## src/verilog/ddr_sim_defs.svh

```systemverilog
/* DDR3 model constants */

`ifndef DDR_SIM_DEFS_SVH
`define DDR_SIM_DEFS_SVH

////////////////////////////////////////////////////////////
// Data and address widths
`define DDR_WID             64
`define DDR_ROW             8
`define DDR_BAK             3
`define DDR_COL             4
`define DDR_ADDR_W          (`DDR_ROW + `DDR_BAK + `DDR_COL)

////////////////////////////////////////////////////////////
// Access latency, issue to array
`define DDR_LATENCY         8

////////////////////////////////////////////////////////////
// Timing rules in clock cycles

// Bank busy time for a row change, timer width to hold it
`define DDR_SAME_BANK       21
`define DDR_BANK_TMR_W      5

// Refresh period and its blocked window at the start
`define DDR_REFRESH_PERIOD  1254
`define DDR_REFRESH_WIN     93

`define DDR_GROUP_GAP       2

// Issue pacing, 12 slots of every 16
`define DDR_PACE_PERIOD     16
`define DDR_PACE_ISSUE      12

`define DDR_FIFO_DEPTH      4

`endif

```

## src/verilog/ddr_req_pkg.sv

```systemverilog
/* DDR request types */

`include "ddr_sim_defs.svh"

package ddr_req_pkg;

    ////////////////////////////////////////////////////////////
    // Operation code
    typedef enum logic
    {
        op_write = 1'b0,
        op_read  = 1'b1
    } ddr_op_t;

    ////////////////////////////////////////////////////////////
    // Address, flattened it is also the array index
    typedef struct packed
    {
        logic [`DDR_ROW-1:0] row;
        logic [`DDR_BAK-1:0] bank;
        logic [`DDR_COL-1:0] col;
    } ddr_addr_t;

    ////////////////////////////////////////////////////////////
    // Full request as carried through queue and pipeline
    typedef struct packed
    {
        ddr_op_t             op;
        ddr_addr_t           addr;
        // Ignored on reads
        logic [`DDR_WID-1:0] wdata;
    } ddr_req_t;

endpackage

```

## src/verilog/ddr_latency_pipe.sv

```systemverilog
/* DDR access latency pipeline */

`timescale 1ns/1ps
`include "ddr_sim_defs.svh"

module ddr_latency_pipe
#(
    parameter int DEPTH = `DDR_LATENCY
)
(
    input  logic                  clk,
    input  logic                  rst,
    input  logic                  in_valid,
    input  ddr_req_pkg::ddr_req_t in_req,
    output logic                  acc_valid,
    output ddr_req_pkg::ddr_req_t acc_req
);
    import ddr_req_pkg::*;

    logic [DEPTH-1:0] vld_sr;
    ddr_req_t         req_sr [DEPTH];

    ////////////////////////////////////////////////////////////
    // Valid chain
    always_ff @(posedge clk)
    begin
        if (rst)
            vld_sr <= '0;
        else
        begin
            vld_sr[0] <= in_valid;
            for (int i = 1; i < DEPTH; i++)
                vld_sr[i] <= vld_sr[i-1];
        end
    end

    // Request chain, moves alongside the valid bits
    always_ff @(posedge clk)
    begin
        req_sr[0] <= in_req;
        for (int i = 1; i < DEPTH; i++)
            req_sr[i] <= req_sr[i-1];
    end

    assign acc_valid = vld_sr[DEPTH-1];
    assign acc_req   = req_sr[DEPTH-1];

endmodule

```

## config.mk

```make
export PLATFORM = sky130hd
export DESIGN_NAME = ddr_latency_pipe
export DESIGN_NICKNAME = d
export VERILOG_FILES = /design/src/verilog/ddr_req_pkg.sv /design/src/verilog/ddr_latency_pipe.sv
export VERILOG_INCLUDE_DIRS = /design/src /design/src/verilog
export SDC_FILE = /design/constraint.sdc
export NUM_CORES = 1
export LEC_CHECK = 0
export BUFFER_PORTS_ARGS = -buffer_cell sky130_fd_sc_hd__buf_2
export CAP_MARGIN = 20
export CORE_ASPECT_RATIO = 0.6
export CORE_MARGIN = 10
export CORE_UTILIZATION = 49
export CTS_CLUSTER_SIZE = 20
export DETAILED_ROUTE_END_ITERATION = 7
export PLACE_DENSITY_LB_ADDON = 0.3
export RECOVER_POWER = 50
export SKIP_LAST_GASP = 1
export SLEW_MARGIN = 0
export SYNTH_ARGS = -nofsm -noshare
export SYNTH_HDL_FRONTEND = slang
export SYNTH_SLANG_ARGS = --single-unit
export TNS_END_PERCENT = 30
```

## constraint.sdc

```tcl
create_clock -name clk -period 0.8 [get_ports clk]
set_input_delay 0.16 -clock clk [delete_from_list [all_inputs] [get_ports clk]]
set_output_delay 0.16 -clock clk [all_outputs]
set_load 0.05 [all_outputs]
```

==> metrics.yaml, run 1 <==
status: "finished, violations left"
violations: "setup timing"
routed-wl-met3_mm: 1.09
drtIter0Drc: 171
vias: 5081
mostFrequentLayoutCells: "596 x dfxtp_1, 82 x dlygate4sd3_1, 76 x buf_2"
start_util_pct: 49.6
yosys_register_bits: 648
dr_wl_met2_mm: 8.92
path_delay_family: "flip-flops"
cp.required_ps: 640
final_layout_size_suffix_gt1_share_pct: 29.7
htreeDepth: 2
post_cts_buffers: 0
clk_path_buf_depth: 3
diodes: 0
dieHeight_um: 149
setup_viol: 81
muxShareOfSynthArea_pct: 0
syn_area_per_cell_um2: 18.5
tightest_slew_ps: 176
ant_nets: 0
endpoint_kind: "output port"
finalHoldViolCount: 0
fin_crit_sh_pct: 151
synth.distinct_cells: 3
clock_latency_ps: 550
portBuffers: 163
clock-root-buffer: "clkbuf_16"
post-route-min-period_ps: 1210
grt_pass1_wl_mm: 26.0
cts_made_buffers: 50
rows: 47
ys_seq_area_share_pct: 95.2
crit_chain: "buf_8"
p_leak_nw: 7.53
finalPower_w: 0.0612
cts_tree: "built"
fmax_mhz: 829
synth_fa_ha_area_share_pct: 0
synth_warnings: 0
slowest_stage: "dfxtp_2"
yosys.area_share.xor_xnor_pct: 0
cp-start-kind: "flip-flop"
viasPerCell: 3.74
first_global_vias: 5293
synth_compound_area_share_pct: 0
grt_overflow: 0
worst_hold_path_type: "in2reg"
drc: 0
arrival_ps: 1050
vdd_drop_max_v: 0.00261
fin_ws_ps: -406
wire_per_inst_um: 12.3
drv_cap: 0
synth_top_family_by_area: "buffers and inverters"
crit_path_max_fanout: 1
syn_nets: 819
p_per_area_mw_per_mm2: 3490
max_stage_delay_ps: 350
holdWs_ps: 238
path_buf_inv: 1
maxSlewHeadroom_pct: 88.3
fin_nets: 1036
first_pass_iters: 4
synth_cells: 736
crit_type: "reg2out"
clock_sinks: 648
hpwl_mm: 9.34
dr.max_layer_used: "met4"
fp.dieW_um: 235
yosys.area_share.simple_pct: 0.367
m1WireLength_mm: 6.36
gp_congestion: 0.673
synthToLayoutAreaGrowth_pct: 28.8
dieArea_mm2: 0.0351
grt_usage_pct: 9.34
synth_area_mm2: 0.0136
core_mm2: 0.0275
n_fill_cell: 1878
clock_skew_ps: 11.3
clkTransAtPathRegs_ps: 70
wl_mm: 16.7
drv_slew: 0
io_pins: 164
layout_commonest_cell: "dfxtp_1"
grt_start_max_net_pins: 18
antenna_found_initial: 0
rsz0062_at_grt: "yes"
==> sequential cells by signal, summed over array words and instances (netlist names) <==
name    cells
vld_sr      8
req_sr    640
==> routing by layer <==
layer | track usage [%] | vias to the layer above
met2 | 17.4 | 102
met5 | 0 | -
met4 | 3.96 | 0
li1 | - | 2613
met1 | 9.03 | 2324
met3 | 3.92 | 42
==> what timing repair did <==
action                     CTS  global route
hold endpoints to repair    88             0
setup endpoints to repair   81            81
pin swaps                    0             0
gates resized for setup    191            55
hold buffers                82             0
==> path summary, 6_finish.rpt <==
check             slack, ps                endpoint  cells after the start              startpoint
setup / recovery       -410             acc_req[20]                      1  req_sr[1][260]$_DFF_P_
setup reg to reg        280    vld_sr[2]$_SDFF_PP0_                      1    vld_sr[1]$_SDFF_PP0_
hold reg to reg         320  req_sr[1][160]$_DFF_P_                      0   req_sr[1][80]$_DFF_P_
hold / removal          240   req_sr[0][72]$_DFF_P_                      2              in_req[72]
==> logic make-up (layout without fill, tap and decap cells) <==
group                  after synthesis  after routing
DFF                                648            648
and+or+nand+nor                      8              8
buffers and inverters               80            335
==> final cells by class <==
type	count	area (um^2)	area share (%)
clock inverter	21	248	1.41
sequential	648	13000	74.3
clock buffer	69	1470	8.40
tap	367	459	2.62
timing repair buffer	245	2270	13.0
multi-input combinational	8	50.0	0.285
==> synthesized netlist by cell type <==
| cell type | n | share of area, % |
|---|---|---|
| buf_4 | 80 | 4.4 |
| dfxtp_1 | 648 | 95 |
| nor2b_1 | 8 | 0.37 |
==> per-stage QoR <==
| stage | worst slack [ps] | instances | setup TNS, ps | cell area, um^2 | utilization [%] |
|---|---|---|---|---|---|
| after floorplan | 52.7 | 736 | 0 | 13600 | - |
| after global placement | 40.6 | 1186 | 0 | 14300 | 52.1 |
| after detailed placement | 58.0 | 1186 | 0 | 14300 | 52.1 |
| after CTS | -439 | 1358 | -34920 | 17400 | 63.4 |
| after global routing | -474 | 1358 | -35740 | 17500 | 63.9 |
| final | -406 | 1358 | -31210 | 17500 | 63.9 |
==> report_power, final <==
part | internal [W] | total, W | leakage [nW] | switching, W
Sequential | 0.0340 | 0.0344 | 5.47 | 0.000434
Combinational | 0.000868 | 0.00185 | 1.21 | 0.000983
Clock | 0.0145 | 0.0249 | 0.859 | 0.0104
Total | 0.0494 | 0.0612 | 7.53 | 0.0118
No activity file was read; power rests on OpenSTA's default activity.
==> run 2, diff against run 1 <==
--- a/config.mk
+++ b/config.mk
@@ -11,6 +11,7 @@
 export CORE_ASPECT_RATIO = 0.6
 export CORE_MARGIN = 10
 export CORE_UTILIZATION = 49
+export CTS_BUF_LIST = sky130_fd_sc_hd__clkbuf_4
 export CTS_CLUSTER_SIZE = 20
 export DETAILED_ROUTE_END_ITERATION = 7
 export PLACE_DENSITY_LB_ADDON = 0.3
==> run 2 against run 1 <==
Compared with the run above: the flow still finishes with violations (setup timing); flip-flop and latch count unchanged; total power decreased by 3.6%; critical path depth unchanged; clock-buffer cell count increased by 121; hold slack got worse by 40 ps; critical endpoint is now acc_req[79]; largest cell class unchanged; largest power group unchanged.
==> metrics.yaml, run 2 (synthesis results as in run 1) <==
dieArea_mm2: 0.0351  # unchanged
synthToLayoutAreaGrowth_pct: 33.2  # was 28.8%
core_mm2: 0.0275  # unchanged
drv_slew: 0  # unchanged
wire_per_inst_um: 12.1  # was 12.3 um
endpoint_kind: "output port"  # unchanged
crit_path_max_fanout: 1  # unchanged
antenna_found_initial: 1  # was 0
arrival_ps: 1300  # was 1050 ps
violations: "setup timing"  # unchanged
path_buf_inv: 1  # unchanged
wl_mm: 19.0  # was 16.7 mm
final_layout_size_suffix_gt1_share_pct: 34.4  # was 29.7%
drtIter0Drc: 164  # was 171
path_delay_family: "flip-flops"  # unchanged
finalHoldViolCount: 0  # unchanged
cts_tree: "built"  # unchanged
rows: 47  # unchanged
drc: 0  # unchanged
fmax_mhz: 684  # was 829 MHz
maxSlewHeadroom_pct: 79.2  # was 88.3%
grt_usage_pct: 10.9  # was 9.34%
n_fill_cell: 1856  # was 1878
crit_cells: 1  # unchanged
top_register: "req_sr"  # unchanged
setup_viol: 82  # was 81
first_pass_iters: 4  # unchanged
fp.dieW_um: 235  # unchanged
rr_worst_depth: 1  # unchanged
critPathLaunch: "req_sr[1][319]$_DFF_P_"  # was req_sr[1][260]$_DFF_P_
io_pins: 164  # unchanged
clock_skew_ps: 43.2  # was 11.3 ps
post-route-util_pct: 66.1  # was 63.9%
crit_type: "reg2out"  # unchanged
drv_cap: 0  # unchanged
viasPerCell: 3.77  # was 3.74
clkTransAtPathRegs_ps: 70  # about the same
grt_start_max_net_pins: 17  # was 18
r2r_setup_slack_ps: 270  # was 280 ps
clock_latency_ps: 800  # was 550 ps
clock-root-buffer: "clkbuf_4"  # was clkbuf_16
p_leak_nw: 7.94  # was 7.53 nW
hold_depth: 3  # was 2
grt_pass1_wl_mm: 29.7  # was 26.0 mm
grt_overflow: 0  # unchanged
mostFrequentLayoutCells: "600 x dfxtp_1, 190 x clkbuf_4, 163 x dlygate4sd3_1"  # was 596 x dfxtp_1, 82 x dlygate4sd3_1, 76 x buf_2
hp-start: "rst"  # was in_req[72]
post_cts_buffers: 0  # unchanged
cts_made_buffers: 135  # was 50
layout_commonest_cell: "dfxtp_1"  # unchanged
largest_reg_flops: 640  # unchanged
clock_sinks: 648  # unchanged
rsz0062_at_grt: "yes"  # unchanged
htreeDepth: 4  # was 2
fin_nets: 1202  # was 1036
vias: 5894  # was 5081
dp_cells: 1186  # unchanged
fin_ws_ps: -661  # was -406 ps
tightest_slew_ps: 313  # was 176 ps
max_stage_delay_ps: 340  # was 350 ps
vdd_drop_max_v: 0.00211  # was 0.00261 V
gp_congestion: 0.673  # unchanged
top_regs: "req_sr (640), vld_sr (8)"  # unchanged
cp.required_ps: 640  # about the same
cp-start-kind: "flip-flop"  # unchanged
crit_chain: "buf_8"  # unchanged
fin_cells: 1565  # was 1358
clk_path_buf_depth: 3  # unchanged
p_per_area_mw_per_mm2: 3250  # was 3490 mW/mm^2
r2r-start: "vld_sr[5]$_SDFF_PP0_"  # was vld_sr[1]$_SDFF_PP0_
dieHeight_um: 149  # unchanged
portBuffers: 163  # unchanged
fin_crit_sh_pct: 183  # was 151%
ant_nets: 0  # unchanged
status: "finished, violations left"  # unchanged
worst_hold_path_type: "in2reg"  # unchanged
first_global_vias: 6539  # was 5293
slowest_stage: "dfxtp_2"  # unchanged
finalPower_w: 0.0590  # was 0.0612 W
hpwl_mm: 9.34  # unchanged
post-route-min-period_ps: 1460  # was 1210 ps
start_util_pct: 49.6  # unchanged
==> run 2: worst paths after layout <==
kind                            endpoint
setup / recovery             acc_req[79]
hold / removal      vld_sr[5]$_SDFF_PP0_
setup reg to reg    vld_sr[6]$_SDFF_PP0_
hold reg to reg   req_sr[0][297]$_DFF_P_
==> run 2: what timing repair did <==
| item | 4_1_cts | 5_1_grt |
|---|---|---|
| resized for setup | 153 | 67 |
| setup endpoints to repair | 81 | 81 |
| gates cloned | 0 | 0 |
| endpoints found under the hold margin | 88 | 0 |
| hold buffers | 163 | 0 |
==> run 2: power breakdown <==
group / leakage (nW) / internal [W] / switching (W)
registers: 5.47 / 0.0340 / 0.000433
logic: 1.54 / 0.00110 / 0.00104
clock network: 0.942 / 0.0115 / 0.0109
==> run 2: worst min-delay path: cells and delay by family <==
family / cells / cell delay [ps]
simple gates: 1 / 60
buf+inv: 2 / 710
==> run 2: final cells by class <==
cell class,count,area [um^2],area share (%)
Tap cell,367,459,2.53
Clock buffer,190,1430,7.86
Timing Repair Buffer,326,3010,16.6
Sequential cell,648,13000,71.8
Antenna cell,1,2.50,0.0138
Multi-Input combinational cell,8,50.0,0.276
Clock inverter,25,170,0.938
==> run 2: layer usage <==
metal  vias up  GRT usage [%]  part of all wire (%)
met5         -              0                     0
met4         0           5.81                   1.8
met3        32           6.60                   6.7
met2       151           19.4                    55
met1      2695           9.37                    37
li1       3016              -                     -
==> run 2: stage by stage <==
step | setup slack [ps] | hold slack (ps) | TNS [ps] | area [um^2]
final | -661 | 199 | -51010 | 18100
after global routing | -777 | 134 | -61230 | 18100
after CTS | -747 | 89.8 | -59150 | 18000
after detailed placement | 58.0 | 264 | 0 | 14300
after global placement | 40.6 | 262 | 0 | 14300
after floorplan | 52.7 | 188 | 0 | 13600
