<file path="config.mk">
export PLATFORM = sky130hd
export DESIGN_NAME = ddr_req_queue
export DESIGN_NICKNAME = d
export VERILOG_FILES = /design/src/verilog/ddr_req_pkg.sv /design/src/verilog/ddr_req_queue.sv
export VERILOG_INCLUDE_DIRS = /design/src /design/src/verilog
export SDC_FILE = /design/constraint.sdc
export NUM_CORES = 1
export LEC_CHECK = 0
export ABC_AREA = 1
export BUFFER_PORTS_ARGS = -buffer_cell sky130_fd_sc_hd__buf_4
export CAP_MARGIN = 20
export CORE_UTILIZATION = 50
export DETAILED_ROUTE_END_ITERATION = 8
export PLACE_DENSITY = 0.74
export SLEW_MARGIN = 15
export SYNTH_ARGS = -nofsm -noshare
export SYNTH_HDL_FRONTEND = slang
export SYNTH_SLANG_ARGS = --single-unit
</file>
<file path="constraint.sdc">
create_clock -name clk -period 2.6 [get_ports clk]
set_input_delay 0 -clock clk [delete_from_list [all_inputs] [get_ports clk]]
set_output_delay 0 -clock clk [all_outputs]
set_load 0.05 [all_outputs]
</file>
<file path="src/verilog/ddr_sim_defs.svh">
/* DDR3 model constants */

`ifndef DDR_SIM_DEFS_SVH
`define DDR_SIM_DEFS_SVH

////////////////////////////////////////////////////////////
// Data and address widths
`define DDR_WID             64
`define DDR_ROW             8
`define DDR_BAK             3
`define DDR_COL             4
`define DDR_ADDR_W          (`DDR_ROW + `DDR_BAK + `DDR_COL)

////////////////////////////////////////////////////////////
// Access latency, issue to array
`define DDR_LATENCY         8

////////////////////////////////////////////////////////////
// Timing rules in clock cycles

// Bank busy time for a row change, timer width to hold it
`define DDR_SAME_BANK       21
`define DDR_BANK_TMR_W      5

// Refresh period and its blocked window at the start
`define DDR_REFRESH_PERIOD  1254
`define DDR_REFRESH_WIN     93

`define DDR_GROUP_GAP       2

// Issue pacing, 12 slots of every 16
`define DDR_PACE_PERIOD     16
`define DDR_PACE_ISSUE      12

`define DDR_FIFO_DEPTH      4

`endif

</file>
<file path="src/verilog/ddr_req_pkg.sv">
/* DDR request types */

`include "ddr_sim_defs.svh"

package ddr_req_pkg;

    ////////////////////////////////////////////////////////////
    // Operation code
    typedef enum logic
    {
        op_write = 1'b0,
        op_read  = 1'b1
    } ddr_op_t;

    ////////////////////////////////////////////////////////////
    // Address, flattened it is also the array index
    typedef struct packed
    {
        logic [`DDR_ROW-1:0] row;
        logic [`DDR_BAK-1:0] bank;
        logic [`DDR_COL-1:0] col;
    } ddr_addr_t;

    ////////////////////////////////////////////////////////////
    // Full request as carried through queue and pipeline
    typedef struct packed
    {
        ddr_op_t             op;
        ddr_addr_t           addr;
        // Ignored on reads
        logic [`DDR_WID-1:0] wdata;
    } ddr_req_t;

endpackage

</file>
<file path="src/verilog/ddr_req_queue.sv">
/* Paced request queue */

`timescale 1ns/1ps
`include "ddr_sim_defs.svh"

module ddr_req_queue
(
    input  logic                  clk,
    input  logic                  rst,
    input  logic                  push,
    input  ddr_req_pkg::ddr_req_t push_req,
    output logic                  fifo_full,
    output logic                  issue_valid,
    output ddr_req_pkg::ddr_req_t issue_req
);
    import ddr_req_pkg::*;

    localparam int PTR_W  = $clog2(`DDR_FIFO_DEPTH);
    localparam int CNT_W  = $clog2(`DDR_FIFO_DEPTH + 1);
    localparam int PACE_W = $clog2(`DDR_PACE_PERIOD);

    ddr_req_t          entry_mem [`DDR_FIFO_DEPTH];
    logic [PTR_W-1:0]  wr_ptr;
    logic [PTR_W-1:0]  rd_ptr;
    logic [CNT_W-1:0]  fill;
    logic [PACE_W-1:0] pace_cnt;
    logic              pop;

    assign fifo_full = (fill == CNT_W'(`DDR_FIFO_DEPTH));
    // Issue only in the open slots of the pace period
    assign pop = (fill != '0) && (pace_cnt < PACE_W'(`DDR_PACE_ISSUE));

    ////////////////////////////////////////////////////////////
    // Pointers, fill count, pace counter
    always_ff @(posedge clk)
    begin
        if (rst)
        begin
            wr_ptr      <= '0;
            rd_ptr      <= '0;
            fill        <= '0;
            pace_cnt    <= '0;
            issue_valid <= 1'b0;
        end
        else
        begin
            if (push)
                wr_ptr <= (wr_ptr == PTR_W'(`DDR_FIFO_DEPTH - 1)) ? '0 : wr_ptr + 1'b1;
            if (pop)
                rd_ptr <= (rd_ptr == PTR_W'(`DDR_FIFO_DEPTH - 1)) ? '0 : rd_ptr + 1'b1;
            if (push && !pop)
                fill <= fill + 1'b1;
            else if (pop && !push)
                fill <= fill - 1'b1;
            pace_cnt    <= (pace_cnt == PACE_W'(`DDR_PACE_PERIOD - 1)) ? '0 : pace_cnt + 1'b1;
            issue_valid <= pop;
        end
    end

    // Storage and issue register
    always_ff @(posedge clk)
    begin
        if (push)
            entry_mem[wr_ptr] <= push_req;
        if (pop)
            issue_req <= entry_mem[rd_ptr];
    end

    a_no_push_full: assert property (@(posedge clk) disable iff (rst) push |-> !fifo_full);

endmodule

</file>
==> summary.md, run 1 <==
The run finished with clean final reports. Across the run, the number of max-cap violations was 0. The worst setup path is captured at a flop. Headroom to the max-slew limit came out at 55.1%. The tools report the synthesized net count as 1026.

The number of DRC violations after detailed-routing iteration 0 came out at 871. The number of antenna violations at the first check in global routing came out at 2. TritonCTS built the clock tree.

Maximum clock rate: 468 MHz. The die outline width is 174 µm, and the maximum net fanout on the critical path is 25. The share of the clock period used by the worst path after layout was 82.2%; the clock skew was 0.0127 ns.

A synthesized cell averages 15.9 µm². The commonest cells after synthesis are 400 x edfxtp_1, 174 x nor2_1, 141 x o21ai_0. During synthesis, Yosys emitted a total of 0 warnings. Summing over every cut layer, the via total after detailed routing is 8584. The setup check on the worst reg-to-reg path leaves a slack of 0.46 ns. The core region is 0.0289 mm². The worst register-to-register path has a depth of 5.

The routability-driven placement congestion ratio is 0.767, and the number of setup violations in the final report is 0. The area of the die is 0.0304 mm². Clock latency on the worst-skew pair, taken at its later pin, is 0.53 ns. The worst setup path category is reg -> reg.

After floorplanning, the core was divided into 62 placement rows. The run gives 0 as the final hold violation count. The portion of netlist area occupied by mux cells works out to 0%. After synthesis, the share of flip-flops with an asynchronous set or reset is 0%. The maximum root-to-sink buffer count was 3. For the final-layout setup total negative slack, the log shows 0 ns. The average via count per standard cell is 5.34. The tools report the endpoint of the worst-slack reg-to-reg timing path as issue_req[64]$_DFFE_PP_. Clock tree synthesis found a total of 412 sinks.

The largest vdd supply drop came out at 821 µV. For this block, the routed nets add up to 30000 µm of wire. Entering global routing, the biggest net connects 163 pins. The run gives 2 as the number of H-tree levels.

For this design the ratio of total power to cell area is 1140 mW/mm². Buffers inserted during clock tree synthesis total 41. The top cell type's share of synthesized area is 80.8%.

For the aggregate global routing overflow, the log shows 0. The worst hold path begins at push_req[76]. Synthesis handed over a netlist of 935 instances. The most common cell in the synthesized netlist is edfxtp_1.

After legalization and detailed placement, the total HPWL measured 16600 µm. For this run, the leading register cell type out of synthesis is edfxtp_1. The worst setup path is launched from a flop. The max-slew violation total from the final report was 0; the count of buffers from port buffering was 164. The run gives 51.4% as the initial core utilization. The fraction of final layout cells with drive strength greater than 1 is 20.1%. The via count of the first global-routing pass was 8304; the data required time at the worst endpoint was 2.85 ns. The shortest period the worst path allows works out to 2.14 ns. The launching point of the worst reg2reg path was fill[0]$_SDFFE_PP0P_. The synthesized design contains 412 register bits.

The post-route DRC violation count is 0, and the total power draw is 0.0212 W. The remaining antenna violation count after routing came out at 0. In the final routed layout, each cell accounts on average for 18.7 µm.

The tools report the worst slack at placement as 0.488 ns. The worst hold path class was in -> reg. After synthesis, the largest family of logic cells by area is compound AO/OA/AOI/OAI gates.

The compound-gate portion of the synthesized area was 8.96%; the number of iterations in the first detailed-routing pass was 5. After synthesis the cells add up to 0.0149 mm². Summed over all cells, the static leakage comes to 6.54 nW.

The first global-routing pass estimated 45700 µm of wire. The biggest area consumer among synthesized cells is edfxtp_1. The run gives 0.464 ns as the final worst setup slack. Of the total synthesized cell area, the portion taken by XOR and XNOR cells is 0.118%. Setup repair after global routing left no endpoint under its margin. The actual slew at the worst max-slew pin is 0.674 ns. Clock root buffer master: clkbuf_16. The number of top-level pins was 165.

The tools report the layout filler cell count as 2010. By area the synthesized netlist is led by edfxtp_1 81%, o21ai_0 4.7%, nor2_1 4.4%. In this run the vertical extent of the chip is 174 µm. The data arrival at the endpoint of the critical path was 2.39 ns. Number of flops mapped to enable cells by yosys: 400. The tools report the portion of the post-synthesis area used by sequential elements as 82.4%. The simple-gate area share of the yosys netlist works out to 5.10%. The relative area change from synthesis to final layout works out to 25.1%. The clock-pin slew of the registers on the worst-case setup and hold paths was 0.06 ns. Worst-case hold path end point: entry_mem[0][76]$_DFFE_PP_. The logs give 1283 for the net total in the final layout and 26 for the unique cell type count in the Yosys netlist.

Counting instances, the worst hold path has a depth of 2. The tools report the all-layer global routing usage as 19.7%. Adder-cell share of the synthesized area: 0.724%.
[what timing repair did]
item	4_1_cts	5_1_grt
hold buffers	82	0
setup buffers	0	0
hold endpoints to repair	332	0
gates resized for setup	0	0
[per-layer routing]
layer | vias to the layer above | wire (µm) | track usage (%)
met5 | - | 0 | 0
met4 | 0 | 757 | 7.49
met3 | 58 | 1960 | 3.63
met2 | 321 | 14500 | 31.6
met1 | 4152 | 12800 | 27.0
li1 | 4053 | - | -
[cell usage in the layout (no fill, tap or decap), types with 4 or more instances in the layout]
master | netlist | routed
edfxtp_1 | 400 | 400
buf_4 | 1 | 176
nor2_1 | 174 | 174
o21ai_0 | 141 | 141
dlygate4sd3_1 | 0 | 82
o22ai_1 | 80 | 80
clkbuf_16 | 0 | 41
o21ai_1 | 21 | 21
nand2_1 | 16 | 16
clkinv_1 | 0 | 11
inv_1 | 15 | 10
clkbuf_1 | 21 | 10
dfxtp_1 | 12 | 10
buf_12 | 0 | 8
ha_1 | 7 | 7
clkinv_2 | 0 | 5
inv_4 | 0 | 4
a21oi_1 | 4 | 4
[final cells by class]
class | count | area [µm²] | area share (%)
sequential | 412 | 12300 | 65.9
timing repair buffer | 266 | 2300 | 12.4
multi-input combinational | 454 | 2210 | 11.9
clock buffer | 51 | 1060 | 5.72
tap | 384 | 480 | 2.58
clock inverter | 22 | 181 | 0.976
inverter | 17 | 87.6 | 0.471
antenna | 2 | 5.00 | 0.0269
[state kept, by name, indices dropped and copies added (netlist names)]
| register | count |
|---|---|
| issue_valid | 1 |
| wr_ptr | 2 |
| fill | 3 |
| rd_ptr | 2 |
| entry_mem | 320 |
| pace_cnt | 4 |
| issue_req | 80 |
[worst max-delay path: stages (launching register included)]
cell,delay (ns)
dfxtp_1,0.35
nor2_1,0.12
nand2_1,0.10
nand2_1,0.22
clkinvlp_4,0.60
buf_4,0.46
[metrics by stage]
step	instances	hold WS (ns)	instance area [µm²]	utilization, %
finish	1608	0.211	18600	64.3
global route	1608	0.215	18600	64.3
CTS	1606	0.199	18600	64.2
detailed placement	1451	0.204	16500	57.1
global placement	1451	0.201	16500	57.1
floorplan	935	0.0724	14900	-
[report_power, final]
group | switching (W) | internal (W)
sequential | 0.000377 | 0.00865
combinational | 0.00487 | 0.00182
clock | 0.00233 | 0.00320
total | 0.00758 | 0.0137
[kinds of logic after synthesis]
| kind of cell | Yosys count |
|---|---|
| buffers and inverters | 69 |
| DFF | 412 |
| xor gates and xnor gates | 2 |
| and+or+nand+nor | 198 |
| AOI/OAI and AO/OA | 246 |
| adders and majority gates | 8 |
[how the worst max path moves through the flow]
stage	start	end	cells past startpoint
after floorplan	wr_ptr[0]$_SDFFE_PP0P_	entry_mem[3][0]$_DFFE_PP_	3
final	fill[0]$_SDFFE_PP0P_	issue_req[64]$_DFFE_PP_	5
after global routing	fill[0]$_SDFFE_PP0P_	issue_req[64]$_DFFE_PP_	5
after global placement	fill[0]$_SDFFE_PP0P_	issue_req[3]$_DFFE_PP_	5
after detailed placement	fill[0]$_SDFFE_PP0P_	issue_req[3]$_DFFE_PP_	5
after CTS	fill[0]$_SDFFE_PP0P_	issue_req[64]$_DFFE_PP_	5
Power figures use the tool's default switching activity.
==> run 2: changes to the inputs <==
- PLACE_DENSITY: 0.74 -> 0.72
- clock period: 2.6 -> 2.2 ns (I/O delays scaled with it)
==> run 2 against run 1 <==
Effect of this change:
- clock power up 23%
- global-route usage down 0.32 points
- final area up 0.73%
- count of clock-buffer cells in the layout unchanged
- first-iteration DRC count down 27%
- utilization up 0.47 points
- critical path depth up 7
- critical path type unchanged
- register-to-register slack worse by 0.06 ns
- total power up 19%
- clock skew up 0.011 ns
- wire length down 1.5%
==> summary.md, run 2 (same netlist as run 1, synthesis figures left out) <==
The run finished with clean final reports. The sequential standard cell area came out at 0.0123 mm². The clock tree synthesis step divided the H-tree into 2 levels. The tools report the final hold violation count as 0.

The tools report the initial core utilization as 51.4%. For this block, wires on met1 add up to 12200 µm. The number of top-level pins came out at 165. The logs give 0 for the number of antenna violations at the first check in global routing and 64.7% for the final core utilization. The share of the clock period used by the worst path after layout is 81.4%, and the worst max-slew margin expressed relative to the limit is 53.4%. For this design the static power due to leakage is 6.57 nW. The worst hold path class is in -> reg. The total inserted antenna cells is 0, and the area of the core is 0.0289 mm². The library cells used most frequently in the layout, excluding fill and tap cells, are 400 x edfxtp_1, 174 x nor2_1, 168 x buf_4.

The die covers 0.0304 mm². Power spread over the standard cell area amounts to 1350 mW/mm². Across all layers, the routed design uses 8617 vias.

Buffers inserted during clock tree synthesis total 41. Dividing the detail-routed wire length by the instance count gives 18.5 µm. The fraction of final layout cells with drive strength greater than 1 was 21.0%. TritonCTS built the clock tree. The die is 174 µm wide. Subtracting the final worst setup slack from the clock period gives 1.79 ns.

The uppermost layer routed is met4. Data on the critical path arrives at its endpoint at 2.23 ns. The worst setup path is captured at a flop. The wire length of the first global-routing pass is 45400 µm. Buffers placed on the I/O ports in this run total 164. After detailed routing, the total wire length is 29600 µm. For this run the aggregate overflow at the end of global routing stands at 0.

The clock net sink count is 412. Dividing the detail-routed via count by the number of cells gives 5.38. The net count of the finished layout is 1280. For this run, the detailed router's first-pass iteration total came to 5. Detailed routing placed a total of 1830 µm of wire on met3.

The cell sitting at the root of the clock tree is a clkbuf_16. Measured along the y axis, the die boundary spans 174 µm. Across the run, the number of max-cap violations was 0.

After legalization and detailed placement, the total HPWL measured 15300 µm. Once placement finished, the instance area stood at 0.0165 mm². Setup total negative slack on the finished layout was measured at 0 ns. Between clock sinks in the finished design, the worst skew comes to 0.0241 ns.

Number of setup buffers added after CTS: 0. The tools report the all-layer global routing usage as 19.4%. Setup violations remaining at the end of the flow were counted as 0. The number of flip-flops under the largest register name was 320. The congestion estimate from routability-driven global placement came to 0.761.

For the maximum clock rate, the log shows 558 MHz. For this block, the initial DRC count from the detailed router was 637. The largest registers in the layout are entry_mem x320, issue_req x80, pace_cnt x4. The worst setup path is of the reg -> reg kind. The via count of the first global-routing pass came out at 8389.

Max-slew violation total from the final report: 0. Setup repair after global routing left no endpoint under its margin. Maximum root-to-sink buffer count: 3. Counting flops per register, the top entry is entry_mem.

Entering global routing, the biggest net connects 163 pins. The layout has 2006 filler cells. Once detail routing completed, the nets flagged for antenna violations numbered 0.

Clock-pin slew was measured on the worst setup and hold paths at 0.06 ns. After routing the design area is 0.0187 mm². The logs give 0.00222 mm² for the area of combinational cells with multiple inputs and 2.64 ns for the data required time at the worst endpoint. The worst path meets setup with 0.408 ns of slack. The worst slack at placement was 0.422 ns; the number of rows in the core area was 62. Startpoint type of the worst setup path: a flop. The area growth from synthesis to layout is 26.0%. The commonest non-fill, non-tap cell in the layout is edfxtp_1. Of all nets on the critical path, the largest fanout is 5.

The tools report the total met2 wirelength after detailed routing as 14900 µm. For this run, design rule violations remaining after detail routing come to 0. The worst-case IR drop observed on VDD is 937 µV. The latest clock arrival within the worst-skew pair is 0.54 ns, and the actual slew at the worst max-slew pin is 0.698 ns.
## run 2: cell count changes in the layout (fill, tap and decap cells not counted), moves of 4 or more
| cell | delta |
|---|---|
| nand2_2 | +4 |
| buf_4 | -8 |
| clkbuf_1 | -5 |
| inv_4 | -4 |
| clkinvlp_4 | +5 |
| nand2_1 | -4 |
## run 2: final cells by class
cell class	count	share of cell area [%]
clock buffer	51	6.13
clock inverter	22	0.982
inverter	17	0.494
multi-input combinational	454	11.9
sequential	412	65.5
tap	384	2.57
timing repair buffer	263	12.5
## run 2: final timing paths
kind / start / endpoint / slack (ns) / cells past startpoint
hold / removal: push_req[76] / entry_mem[2][76]$_DFFE_PP_ / 0.21 / 2
setup reg to reg: fill[0]$_SDFFE_PP0P_ / fill[2]$_SDFFE_PP0P_ / 0.41 / 12
hold reg to reg: pace_cnt[0]$_SDFF_PP0_ / pace_cnt[0]$_SDFF_PP0_ / 0.44 / 1
setup / recovery: fill[0]$_SDFFE_PP0P_ / fill[2]$_SDFFE_PP0P_ / 0.41 / 12
## run 2: report_power, final
group,internal (W),switching [W],total (W)
registers,0.0102,0.000499,0.0107
logic,0.00216,0.00569,0.00785
clock network,0.00404,0.00274,0.00678
total,0.0164,0.00893,0.0254
## run 2: per-layer routing
layer	track usage (%)	up-vias
li1	-	4037
met1	25.2	4238
met2	33.1	293
met3	2.97	49
met4	7.09	0
met5	0	-
## run 2: per-stage QoR
stage	hold WS, ns	power [W]	instances
floorplan	0.0650	0.0163	935
global placement	0.200	0.0185	1446
detailed placement	0.202	0.0186	1446
CTS	0.185	0.0255	1602
global route	0.197	0.0263	1603
finish	0.208	0.0254	1603
## run 2: what timing repair did
item,in CTS,in global routing
hold buffers,83,0
setup endpoints to repair,0,0
hold endpoints to repair,332,0
gates resized for setup,0,0
## run 2: worst max-delay path: stages (launching register included)
cell     delay (ns)
dfxtp_1        0.36
nor2_1         0.12
nand2_1        0.10
nand2_2        0.14
ha_1           0.18
inv_1          0.07
fa_1           0.39
inv_1          0.07
nand2_1        0.06
nand3_1        0.08
nand2_1        0.05
inv_1          0.05
nor2_1         0.04
==> run 3: changes to the inputs <==
- clock period: 2.2 -> 1.9 ns (I/O delays scaled with it)
==> run 3 against run 2 <==
Effect of this change:
- via count shrank 1.5%
- count of clock-buffer cells in the layout fell by 7
- first-iteration DRC count down 7.8%
- worst setup slack lost 0.26 ns
- utilization grew 0.20 points
- critical path type unchanged
==> summary.md, run 3 (same netlist as run 1, synthesis figures left out) <==
The initialized floorplan defines 62 standard-cell rows. Of all nets on the critical path, the largest fanout is 5. Setup slack closes at 0.152 ns.

Detailed placement ended at an HPWL of 16200 µm. The repair_antennas step left the layout with diodes totalling 0. The internal portion of the total power is 0.0189 W. For the number of H-tree levels, the log shows 2. In this run the worst setup path begins at fill[1]$_SDFFE_PP0P_.

Static timing analysis puts the maximum clock frequency at 572 MHz. The run gives 0.230 ns as the hold slack. Power spread over the standard cell area amounts to 1550 mW/mm². The number of setup violations in the final report came out at 0.

The data required time at the worst endpoint is 2.31 ns, and the shortest period the worst path allows is 1.75 ns. Of the available clock period, the critical path in the final layout requires 92.0%. The critical path goes through nor2_1 -> nand2_1 -> nand2_2 -> ha_1 -> inv_1 -> fa_1 -> inv_1 -> nand2_1 -> nand3_1 -> nand2_1 -> inv_1 -> nor2_1. The design draws 0.0291 W. Net switching is 35.2% of the power.

The depth of the worst register-to-register path was 12; the area of the core was 0.0289 mm². The kind of cell with the highest combined delay along the critical path is simple AND/OR/NAND/NOR gates. The tools report the startpoint type of the worst setup path as a flop.

The library cell used most frequently in the layout, excluding fill and tap cells, is edfxtp_1. The max-slew violation total from the final report is 0. The tree built by TritonCTS fans out to 412 sinks. The logs give 0.52 ns for the latest clock arrival within the worst-skew pair and 0 for the number of antenna violations at the first check in global routing. Data on the critical path arrives at its endpoint at 2.16 ns.

The largest registers in the layout are entry_mem x320, issue_req x80, pace_cnt x4. The largest vdd supply drop came out at 752 µV. STA classifies the critical path endpoint as a flop. The most critical setup path has its endpoint at fill[2]$_SDFFE_PP0P_. The initial core utilization was 51.4%.

The vertical extent of the die came out at 174 µm. Across all register-to-register paths, the minimum setup slack is 0.15 ns. For the pin with the worst max-slew slack, the measured transition is 0.470 ns.

Dividing the detail-routed via count by the number of cells gives 5.27. The flow ran to the end, and the final reports show no timing, DRC or antenna violations. The logs give 0.0102 W for the switching power and 42.4% for the part of the total power dissipated in sequential elements. Buffers inserted during clock tree synthesis total 39. In this run the static leakage power is 6.60 nW. In this run the tightest slew margin relative to its limit is 68.6%. The tools report the portion of total power attributed to the clock network as 25.6%.

The tools report the clock root buffer master as clkbuf_16. The critical path contains buffers and inverters numbering 3 combined. Prior to clock tree synthesis, the placed netlist has a worst setup slack of 0.179 ns. The register with the most flip-flops in the layout has 320 of them. Via count of the first global-routing pass: 8115.

The count of buffers added on input and output ports is 164. In this run the horizontal extent of the chip is 174 µm. After detailed routing, the total wire length is 29000 µm. The quantity of gates resized following cts was 0. In the routed design, unresolved DRC markers number 0. Per report_power, the combinational group accounts for 32.0% of the total. The first global-routing pass estimated 44200 µm of wire.

Entering global routing, the biggest net connects 105 pins. In the layout the commonest cells are 400 x edfxtp_1, 174 x nor2_1, 174 x buf_4. The critical path in this run is classified as reg -> reg.

The first TritonRoute pass finished after 5 iterations. Dividing the detail-routed wire length by the instance count gives 18.0 µm. The largest register by flop count is entry_mem. For the net total in the final layout, the log shows 1289.

Worst stage delay on the critical path: 0.37 ns. The total number of cells along the worst setup path came out at 12. Setup repair after global routing left no endpoint under its margin. For the number of DRC violations after detailed-routing iteration 0, the log shows 587.

The number of top-level pins was 165. The slowest library cell on the worst path is fa_1. The clock-pin slew of the registers on the worst-case setup and hold paths is 0.06 ns, and the number of max-cap violations is 0.

The all-layer global routing usage was 19.1%. No sink is reached through more buffers than the 3 on the longest clock path. The relative area change from synthesis to final layout came out at 26.4%. Launching point of the worst reg2reg path: fill[1]$_SDFFE_PP0P_. The remaining antenna violation count after routing is 0. Routability-driven placement finished with a final weighted congestion of 0.758. The clock arrives with 0.00973 ns of skew. For this run the aggregate overflow at the end of global routing stands at 0.

In this run the critical register-to-register path is captured at fill[2]$_SDFFE_PP0P_. TritonCTS built the clock tree. The tools report the final hold violation count as 0. The path class of the tightest hold or removal check is in -> reg. For this run, the share of the core covered by cells in the final layout is 64.9%.

Fraction of final layout cells with drive strength greater than 1: 22.0%. The die covers 0.0304 mm². The final route contains 8486 vias.
run 3: cell count changes in the layout (fill, tap and decap cells not counted), moves of 2 or more:
cell,before,now
dfxtp_1,9,6
dfxtp_2,1,4
clkbuf_8,2,0
clkbuf_16,44,41
ha_1,7,4
buf_12,11,17
clkinv_4,1,5
clkinv_1,8,11
clkbuf_1,5,3
clkinvlp_4,7,5
ha_2,0,3
buf_4,168,174
run 3: cell type report:
cell class	count	area [µm²]
flip-flops and latches	412	12300
inverters	17	92.6
well taps	384	480
clock inverters	25	201
fillers	2021	10100
repair buffers	274	2480
clock buffers	44	1040
multi-input cells	454	2230
run 3: worst min-delay path by stage:
stage	from	end	slack (ns)	cells after the start
final	push_req[75]	entry_mem[3][75]$_DFFE_PP_	0.23	2
after global routing	push_req[75]	entry_mem[3][75]$_DFFE_PP_	0.21	2
after CTS	push_req[28]	entry_mem[0][28]$_DFFE_PP_	0.21	2
after detailed placement	push_req[25]	entry_mem[0][25]$_DFFE_PP_	0.20	1
after global placement	push_req[26]	entry_mem[2][26]$_DFFE_PP_	0.20	1
after floorplan	rst	fill[0]$_SDFFE_PP0P_	0.06	1
run 3: timing repair:
| action | in CTS | in global routing |
|---|---|---|
| hold endpoints to repair | 332 | 0 |
| buffers inserted | 0 | 0 |
| hold buffers | 83 | 0 |
run 3: layer usage:
layer | global-route usage (%) | routed length, µm | vias to the layer above
met5 | 0 | 0 | -
met4 | 5.85 | 612 | 0
met3 | 3.11 | 1530 | 53
met2 | 32.5 | 14500 | 242
met1 | 25.2 | 12400 | 4136
li1 | - | - | 4055
run 3: power by group through the flow:
stage	combinational (W)	sequential, W	clock (W)
finish	0.00932	0.0123	0.00745
global route	0.00995	0.0124	0.00790
CTS	0.00941	0.0123	0.00758
detailed placement	0.00925	0.0125	0
global placement	0.00907	0.0125	0
floorplan	0.00315	0.0157	0
run 3: stage by stage:
| stage | area, µm² | std cells | TNS (ns) |
|---|---|---|---|
| 6_report | 18800 | 1610 | 0 |
| 5_1_grt | 18800 | 1610 | 0 |
| 3_3_place_gp | 16700 | 1458 | 0 |
| 4_1_cts | 18800 | 1610 | 0 |
| 2_1_floorplan | 14900 | 935 | -106.82 |
| 3_5_place_dp | 16700 | 1458 | 0 |
